### config.mk
export PLATFORM = sky130hd
export DESIGN_NAME = coef_loader
export DESIGN_NICKNAME = d
export VERILOG_FILES = /design/src/source/rs_chien_pkg.sv /design/src/source/coef_loader.sv
export SDC_FILE = /design/constraint.sdc
export NUM_CORES = 1
export LEC_CHECK = 0
export BUFFER_PORTS_ARGS = -buffer_cell sky130_fd_sc_hd__buf_2
export CAP_MARGIN = 20
export CORE_ASPECT_RATIO = 0.6
export CORE_MARGIN = 3
export CORE_UTILIZATION = 34
export CTS_CLUSTER_DIAMETER = 40
export DETAILED_ROUTE_END_ITERATION = 16
export MAX_ROUTING_LAYER = met4
export PLACE_DENSITY = 0.68
export SETUP_SLACK_MARGIN = 0.15
export SLEW_MARGIN = 30
export SYNTH_ARGS = -nofsm -noshare
export SYNTH_HDL_FRONTEND = slang
export SYNTH_SLANG_ARGS = --single-unit
### constraint.sdc
create_clock -name clock -period 1.7 [get_ports clock]
set_clock_uncertainty 0.2 [all_clocks]
set_input_delay 0 -clock clock [delete_from_list [all_inputs] [get_ports clock]]
set_output_delay 0 -clock clock [all_outputs]
set_load 0.03 [all_outputs]
### src/source/rs_chien_pkg.sv
// GF(2^8) over 0x11D with alpha = 2; functions are combinational and meant for constant or narrow use
`default_nettype none

package rs_chien_pkg;

	typedef logic [7:0] gf_t;         // one field symbol
	typedef logic [7:0] position_t;   // codeword position 0..254
	typedef logic [5:0] coef_index_t; // polynomial coefficient index
	typedef logic [5:0] count_t;      // root count or locator degree

	localparam int block_length = 255;
	localparam logic [8:0] field_polynomial = 9'h11D;

	// shift-and-add multiply with reduction after every shift
	function automatic gf_t gf_mul(gf_t a, gf_t b);
		logic [8:0] shifted;
		gf_t product;
		product = '0;
		shifted = {1'b0, a};
		for (int i = 0; i < 8; i++)
		begin
			if (b[i])
				product = product ^ shifted[7:0];
			shifted = shifted << 1;
			if (shifted[8])
				shifted = shifted ^ field_polynomial; // reduce back to 8 bits
		end
		return product;
	endfunction

	// x^254 = x^2 * x^4 * ... * x^128, zero maps to zero
	function automatic gf_t gf_inv(gf_t x);
		gf_t square;
		gf_t result;
		square = x;
		result = 8'd1;
		for (int i = 0; i < 7; i++)
		begin
			square = gf_mul(square, square);
			result = gf_mul(result, square);
		end
		return result;
	endfunction

	function automatic gf_t gf_pow_alpha(int unsigned exponent);
		gf_t result;
		result = 8'd1;
		for (int unsigned i = 0; i < exponent % 255; i++)
			result = gf_mul(result, 8'd2); // alpha is 2
		return result;
	endfunction

endpackage

`default_nettype wire
### src/source/coef_loader.sv
// banks read as zero after reset and after each handover; a write in the load cycle lands in the next block
`timescale 1ns/1ps
`default_nettype none

module coef_loader
	import rs_chien_pkg::*;
#(
	parameter int number_of_coefs = 35
)
(
	input  logic        clock,
	input  logic        reset,
	input  logic        loc_write,
	input  logic        mag_write,
	input  coef_index_t coef_index,
	input  gf_t         coef_value,
	input  count_t      locator_degree,
	input  logic        start,
	input  logic        block_done,
	output logic        busy,
	output logic        load,
	output gf_t         loc_coefs [number_of_coefs],
	output gf_t         mag_coefs [number_of_coefs],
	output count_t      degree
);

	gf_t loc_bank [number_of_coefs];
	gf_t mag_bank [number_of_coefs];
	logic accept;

	assign accept = start && !busy; // start is dropped while a block is in flight

	always_ff @(posedge clock)
	begin
		if (reset)
		begin
			busy <= 1'b0;
			load <= 1'b0;
			degree <= '0;
		end
		else
		begin
			load <= accept;
			if (accept)
			begin
				busy <= 1'b1;
				degree <= locator_degree; // held until the next accepted start
			end
			else if (block_done)
				busy <= 1'b0;
		end
	end

	always_ff @(posedge clock)
	begin
		if (reset || load)
		begin
			for (int k = 0; k < number_of_coefs; k++)
			begin
				loc_bank[k] <= '0;
				mag_bank[k] <= '0;
			end
		end
		if (!reset && loc_write)
			loc_bank[coef_index] <= coef_value;
		if (!reset && mag_write)
			mag_bank[coef_index] <= coef_value;
	end

	assign loc_coefs = loc_bank;
	assign mag_coefs = mag_bank;

	assert property (@(posedge clock) disable iff (reset)
		(loc_write || mag_write) |-> (int'(coef_index) < number_of_coefs))
		else $error("coefficient index %0d out of range", coef_index);

endmodule

`default_nettype wire

==> impl_metrics.ini <==
[run_status]
outcome = finished with violations
failed_checks = negative hold slack

[logic_synthesis]
avgSynthCellArea_um2 = 10.54
netlist_instances = 2001
async_flop_share_pct = 0
synth_cell_types = 36
yosysMostFrequentCell = dfxtp_1
synth-seq-area-share_pct = 53.90
synthFlopType = dfxtp_1
syn-num-nets = 2027
synth.largest_area_cell = dfxtp_1
synth-seq-cells = 568
yosysWarnings = 0
yosysTopAreaCellShare_pct = 53.90
synthesis.area_um2 = 21100
synth_edf_count = 0
synth_area_leaders = dfxtp_1 54%, mux2i_1 26%, nand2_1 10%
ys_top_cells_by_count = 568 x dfxtp_1, 566 x nand2_1, 542 x mux2i_1, 89 x clkbuf_1, 55 x buf_2

[final_layout]
nNetsFinal = 2771
fin_cells = 3625
area_delta_synth_final_pct = 43.25
drive_above_1_share_pct = 34.29

[worst_hold_path]
whs_endpoint = mag_coefs[226]
hp-class = primary input to flop
hold-path-cell-count = 5
hold_start = reset

[sta]
hold_viol = 34
slew_headroom_pct = 63.33
layout_min_cycle_time_ps = 1617
fin_tns_setup_ps = 0
hold_ws_ps = -25.03
finalMaxSlewViolations = 0
fmax_mhz = 618.3
tightest_slew_ps = 547.1
fin_ws_ps = 82.75
period_share_pct = 95.13
rsz0062_at_grt = yes
setup_violations = 0

[setup_path]
worst-r2r-cell-count = 7
r2r_setup_slack_ps = 80
cp_max_fo = 11
critPathArrivalTime_ps = 1950
critPathLaunchType = flop
r2r-start = load
r2r-end = loc_coefs[164]
crit_required_ps = 2030
criticalPathCategory = flop to flop
cp-end-kind = flop

[clock_tree]
ctsHtreeMaxLevel = 2
clk_latency_ps = 600
numCtsBuffers = 57
clockRootBuffer = clkbuf_16
clock_path_buffers = 3
clock-sinks = 568
tritoncts = built
clk_pin_slew_worst_paths_ps = 70

[place]
post-place-ws_ps = -113.7
port-buffer-count = 593
hpwlAfterDp_um = 51990
placed_cells = 3388
gp_congestion = 0.8146

[routing]
totalWireLength_um = 80580
ant_nets = 0
via_count = 17780
routedWlPerCell_um = 22.23
drt_iter0_drc = 1201
first_pass_iters = 5
drc = 0
viasPerCell = 4.905

[global_routing]
grt_max_degree = 68
antenna_found_initial = 6
grt_usage_pct = 22.68
grt_overflow = 0
grt_pass1_vias = 17540
grt_pass1_wl_um = 110000

[floorplan]
placementRows = 70
initial_core_util_pct = 34.51
core_um2 = 61130
die_w_um = 327.6
top_level_ports = 594
die_y_um = 198.9
die_area_um2 = 65170

[power_and_ir_drop]
leakage_nw = 16.38
power_density_nw_per_um2 = 958.1
vdd_drop_max_v = 0.0006765

[flow_run]
cap_viol_max_count = 0
[cells in the final DEF (no fill, tap or decap), drive strengths merged, types with 2 or more instances in the layout]
master	count
and4	3
nor4bb	4
diode	6
dfxtp	568
nand4	9
inv	18
buf	746
and2	3
nor4	2
o21ai	24
mux2i	542
dlygate4sd3	73
nand3	59
clkinv	15
bufinv	6
dlymetal6s4s	2
nand4b	2
nand2	571
nor4b	7
nor2b	9
and3	9
nor2	13
clkinvlp	2
clkbuf	97
[through the flow]
stage / instance area [um^2] / power, mW / utilization [%]
after global placement: 26260 / 15.24 / 42.95
final: 30220 / 28.95 / 49.43
after global routing: 30210 / 29.72 / 49.42
after floorplan: 21100 / 14.53 / -
after detailed placement: 26260 / 15.27 / 42.95
after CTS: 28960 / 28.65 / 47.38
[metal layers]
layer  routed length, um  global-route usage (%)
met1               36230                   29.03
met2               37310                   36.77
met3                5019                   4.074
met4                2022                   6.703
met5                   0                       -
[where the power goes]
part	switching, mW	internal, mW	leakage, nW
Combinational	1.30	0.862	10.8
Clock	5.68	7.71	0.991
Sequential	0.0358	13.4	4.58
Total	7.02	21.9	16.4
[worst max-delay path, stage by stage (launching register included)]
cell	delay, ps
dfxtp_2	350
nor2_4	190
buf_6	140
buf_12	100
clkbuf_16	160
buf_16	140
nand2_1	70
mux2i_1	170
[kinds of logic after synthesis]
kind of cell	count (synthesis)	share of synthesized area (%)
DFF	568	53.90
AOI/OAI and AO/OA	25	0.6050
muxes	542	25.72
and+or+nand+nor	697	16.09
buffers and inverters	169	3.689
[sequential cells by signal (all words and copies together), names as in the netlist]
signal and cells:
mag_coefs 280, loc_coefs 280, degree 6, busy 1, load 1
[layout make-up]
class,count,area (um^2)
Antenna cell,6,15.01
Clock buffer,72,1605
Clock inverter,33,400.4
Fill cell,5430,30910
Inverter,8,30.03
Multi-Input combinational cell,1264,9054
Sequential cell,568,11370
Tap cell,828,1036
Timing Repair Buffer,846,6706
[how the worst max path moves through the flow]
stage	cells past startpoint	from	end	slack [ps]
floorplan	6	load	loc_coefs[128]	90
finish	7	load	loc_coefs[164]	80
CTS	5	load	mag_coefs[167]	90
detailed placement	7	coef_index[5]	mag_coefs[222]	-110
global placement	7	coef_index[5]	mag_coefs[254]	-110
global route	6	load	loc_coefs[242]	30
[what timing repair did]
action | in CTS | in global routing
endpoints found under the setup margin | 52 | 304
gates resized for setup | 2 | 63
hold endpoints to repair | 562 | 61
gates cloned | 0 | 36
buffers inserted | 0 | 15
hold buffers | 69 | 6
pin swaps | 0 | 2
No activity file was read; power rests on OpenSTA's default activity.
