$ cat src/source/rs_chien_pkg.sv
// GF(2^8) over 0x11D with alpha = 2; functions are combinational and meant for constant or narrow use
`default_nettype none

package rs_chien_pkg;

	typedef logic [7:0] gf_t;         // one field symbol
	typedef logic [7:0] position_t;   // codeword position 0..254
	typedef logic [5:0] coef_index_t; // polynomial coefficient index
	typedef logic [5:0] count_t;      // root count or locator degree

	localparam int block_length = 255;
	localparam logic [8:0] field_polynomial = 9'h11D;

	// shift-and-add multiply with reduction after every shift
	function automatic gf_t gf_mul(gf_t a, gf_t b);
		logic [8:0] shifted;
		gf_t product;
		product = '0;
		shifted = {1'b0, a};
		for (int i = 0; i < 8; i++)
		begin
			if (b[i])
				product = product ^ shifted[7:0];
			shifted = shifted << 1;
			if (shifted[8])
				shifted = shifted ^ field_polynomial; // reduce back to 8 bits
		end
		return product;
	endfunction

	// x^254 = x^2 * x^4 * ... * x^128, zero maps to zero
	function automatic gf_t gf_inv(gf_t x);
		gf_t square;
		gf_t result;
		square = x;
		result = 8'd1;
		for (int i = 0; i < 7; i++)
		begin
			square = gf_mul(square, square);
			result = gf_mul(result, square);
		end
		return result;
	endfunction

	function automatic gf_t gf_pow_alpha(int unsigned exponent);
		gf_t result;
		result = 8'd1;
		for (int unsigned i = 0; i < exponent % 255; i++)
			result = gf_mul(result, 8'd2); // alpha is 2
		return result;
	endfunction

endpackage

`default_nettype wire
$ cat src/source/forney_unit.sv
// fixed two-cycle latency, no stall; value is zero at non-root positions
`timescale 1ns/1ps
`default_nettype none

module forney_unit
	import rs_chien_pkg::*;
(
	input  logic      clock,
	input  logic      reset,
	input  logic      eval_valid,
	input  logic      root,
	input  position_t eval_position,
	input  gf_t       odd_value,
	input  gf_t       omega_value,
	output logic      store_write,
	output position_t store_index,
	output gf_t       store_value
);

	logic s1_valid;
	logic s1_root;
	position_t s1_position;
	gf_t s1_inverse;
	gf_t s1_omega;

	// stage 1: invert the odd part
	always_ff @(posedge clock)
	begin
		if (reset)
			s1_valid <= 1'b0;
		else
			s1_valid <= eval_valid;
	end

	always_ff @(posedge clock)
	begin
		s1_root <= root;
		s1_position <= eval_position;
		s1_inverse <= gf_inv(odd_value);
		s1_omega <= omega_value;
	end

	// stage 2: omega / odd part
	always_ff @(posedge clock)
	begin
		if (reset)
			store_write <= 1'b0;
		else
			store_write <= s1_valid;
	end

	always_ff @(posedge clock)
	begin
		store_index <= s1_position;
		if (s1_root)
			store_value <= gf_mul(s1_inverse, s1_omega);
		else
			store_value <= '0; // no error here
	end

	// a root with zero odd part means a repeated root
	assert property (@(posedge clock) disable iff (reset)
		(eval_valid && root) |-> (odd_value != '0))
		else $error("root at position %0d with zero odd part", eval_position);

endmodule

`default_nettype wire

$ cat config.mk
export PLATFORM = sky130hd
export DESIGN_NAME = forney_unit
export DESIGN_NICKNAME = d
export VERILOG_FILES = /design/src/source/rs_chien_pkg.sv /design/src/source/forney_unit.sv
export SDC_FILE = /design/constraint.sdc
export NUM_CORES = 1
export LEC_CHECK = 0
export BUFFER_PORTS_ARGS = -buffer_cell sky130_fd_sc_hd__buf_4
export CORE_MARGIN = 1
export CORE_UTILIZATION = 55
export CTS_CLUSTER_SIZE = 16
export DETAILED_ROUTE_END_ITERATION = 8
export HOLD_SLACK_MARGIN = 0.12
export PLACE_DENSITY = 0.7
export SLEW_MARGIN = 20
export SYNTH_ARGS = -nofsm -noshare
export SYNTH_HDL_FRONTEND = slang
export SYNTH_SLANG_ARGS = --single-unit
export TNS_END_PERCENT = 20
$ cat constraint.sdc
create_clock -name clock -period 15.1 [get_ports clock]
set_clock_uncertainty 0.1 [all_clocks]
set_input_delay 0 -clock clock [delete_from_list [all_inputs] [get_ports clock]]
set_output_delay 0 -clock clock [all_outputs]
set_load 0.01 [all_outputs]
==> impl_metrics.yaml <==
routing:
  wl_um: 39820
  wl_per_cell_um: 17.71
  drt_iter0_markers: 1112
  met3_length_um: 2197
  vias: 13320
  met1Wirelength_um: 17980
  highest_layer: "met4"
  ant_nets: 0
  first_pass_iters: 9
  drc: 7
  wl_met2_um: 19030
  vias_per_cell: 5.922
global_route:
  gr-total-overflow: 0
  antenna_found_initial: 0
  grt_pass1_wl_um: 65780
  grt_max_degree: 32
  grt_pass1_vias: 12380
  grt.total_usage_pct: 28.37
worst_setup_path:
  path_buf_inv: 6
  crit_fanout: 23
  slowest_stage: "xnor3_2"
  crit_family: "XOR/XNOR gates"
  critPathKind: "input pin to register"
  worstPathRequired_ns: 15.16
  slowest_delay_ns: 0.60
  start_kind: "input pin"
  cp_data_arrival_time_ns: 14.45
  crit_top_cell: "xnor2_1"
  worstSetupEndpointType: "register"
final_layout:
  nNetsFinal: 1953
  syn_to_final_growth_pct: 7.806
  drive_gt1_share_pct: 10.19
  diodes: 0
sta:
  slew_headroom_pct: 34.66
  fin_crit_sh_pct: 95.26
  hold_viol: 0
  fin_crit_ns: 14.38
  fin_setup_tns_ns: 0
  worst_slew_pin_slew_ns: 0.9731
  slew_viol_final: 0
  rsz0062_at_grt: "no"
  setup_viol: 0
  max_freq_ghz: 0.06952
die:
  fp.dieH_um: 166.5
  io_pins: 45
  core-area_um2: 26280
  die_x_um: 166.5
  die_area_um2: 27740
  fp-row-count: 59
  start_util_pct: 56.66
yosys:
  seq_area_frac_synth_pct: 5.781
  synth-edff-count: 0
  syn-num-nets: 1948
  yosysTopAreaCell: "xnor2_1"
  synth_seq_cells: 43
  synthArstFlopShare_pct: 0
  netlist_area_um2: 14890
  synth_cell_types: 94
  yosys_warnings: 0
  synth_top_flop_cell: "dfxtp_1"
  yosysTopAreaCellShare_pct: 23.70
  avgSynthCellArea_um2: 7.804
  syn_inst: 1908
  synth_most_common_cell: "xnor2_1"
  synth_common_cells: "xnor2_1 (403), nand2_1 (260), nor2_1 (239)"
  synth_area_leaders: "xnor2_1 (24%), xnor3_1 (14%), xor2_1 (6.6%)"
status:
  failed_checks: "DRC"
  outcome: "finished, violations left"
cts:
  post_cts_buffers: 0
  cts_tree: "yes"
  clockRootBuffer: "clkbuf_16"
  clkLatencyLatePin_ns: 0.28
  cts-htree-levels: 2
  clk_pin_slew_worst_paths_ns: 0.06
  numCtsBuffers: 5
  clkSinkCount: 43
  cts_max_path_buffers: 2
placed_design:
  io_buffers: 44
  dpl.hpwl_um: 29060
  gp_congestion: 0.9119
flow_run:
  drv_cap: 0
hold_path:
  hold_path.class: "register to register"
-- layout make-up --
class / count / area, µm²
inverter: 31 / 116.4
timing repair buffer: 126 / 993.5
tap: 335 / 419.2
fill: 2374 / 10230
multi-input combinational: 1706 / 13470
clock inverter: 2 / 60.06
clock buffer: 6 / 128.9
sequential: 43 / 860.8
-- worst register-to-register path, stage by stage, from the launching register on --
cell and delay (ns):
dfxtp_1 0.72, xor2_1 0.40, xor2_1 0.38, nand2_1 0.12
xnor2_1 0.21, xnor2_1 0.16, xnor2_1 0.12, xnor2_1 0.12
and2_1 0.15
-- routing by layer --
layer | vias to the layer above | GRT usage, %
met5 | - | 0
met4 | 0 | 5.193
met1 | 6365 | 40.01
li1 | 6458 | -
met2 | 445 | 48.03
met3 | 51 | 1.735
-- repair_timing --
action                                  4_1_cts  5_1_grt
hold buffers                                 19        0
gates resized for setup                       0        8
endpoints found under the setup margin        0        6
hold endpoints to repair                     19        0
-- final timing paths --
| kind | startpoint | end | slack, ns | cells after the start |
|---|---|---|---|---|
| worst max-delay path | odd_value[7] | s1_inverse[4]$_DFF_P_ | 0.72 | 47 |
| worst min register to register | s1_position[7]$_DFF_P_ | store_index[7]$_DFF_P_ | 0.23 | 0 |
| worst max register to register | s1_inverse[4]$_DFF_P_ | store_value[4]$_SDFF_PN0_ | 12.52 | 8 |
| worst min-delay path | s1_position[7]$_DFF_P_ | store_index[7]$_DFF_P_ | 0.23 | 0 |
-- per-stage QoR --
| stage | std cells | setup WS, ns | hold slack, ns | area, µm² | util, % |
|---|---|---|---|---|---|
| floorplan | 1908 | 1.254 | -0.07228 | 14890 | - |
| global placement | 2222 | 0.5917 | 0.004205 | 15630 | 59.47 |
| detailed placement | 2222 | 0.2879 | 0.005610 | 15630 | 59.47 |
| CTS | 2249 | 0.5081 | 0.2272 | 16010 | 60.92 |
| global route | 2249 | 0.008816 | 0.2277 | 16050 | 61.08 |
| finish | 2249 | 0.7158 | 0.2257 | 16050 | 61.08 |
-- cell usage in the layout (no fill, tap or decap), types with 16 or more instances in the layout --
master | Yosys | routed
buf_4 | 4 | 107
a31oi_1 | 17 | 17
o22ai_1 | 21 | 21
a21oi_1 | 76 | 76
xnor3_1 | 94 | 91
xor2_1 | 112 | 109
nor3_1 | 41 | 41
nor2_1 | 239 | 239
dlygate4sd3_1 | 0 | 19
o211ai_1 | 17 | 17
nand2b_1 | 16 | 16
and2_1 | 17 | 17
nand3_1 | 42 | 42
nor2b_1 | 16 | 16
o21ai_0 | 51 | 51
nand2_1 | 260 | 260
inv_1 | 21 | 21
xnor2_2 | 13 | 18
dfxtp_1 | 43 | 43
xnor2_1 | 403 | 396
mux2i_1 | 46 | 46
-- cells by family after synthesis --
family                     count (synthesis)  synth area share, %
AOI/OAI and AO/OA                        305                13.87
muxes                                     51                3.571
DFF                                       43                5.781
buffers and inverters                    159                4.428
and+or+nand+nor                          680                19.75
adders and majority gates                 12                1.008
xor gates and xnor gates                 658                51.58
-- sequential cells by signal (all words and copies together) (netlist names) --
name         flops
s1_inverse       8
s1_omega         8
s1_position      8
s1_root          1
s1_valid         1
store_index      8
store_value      8
store_write      1
Power is not shown: default switching activity piles up to over one toggle a cycle in this logic, so the estimate is an artifact.
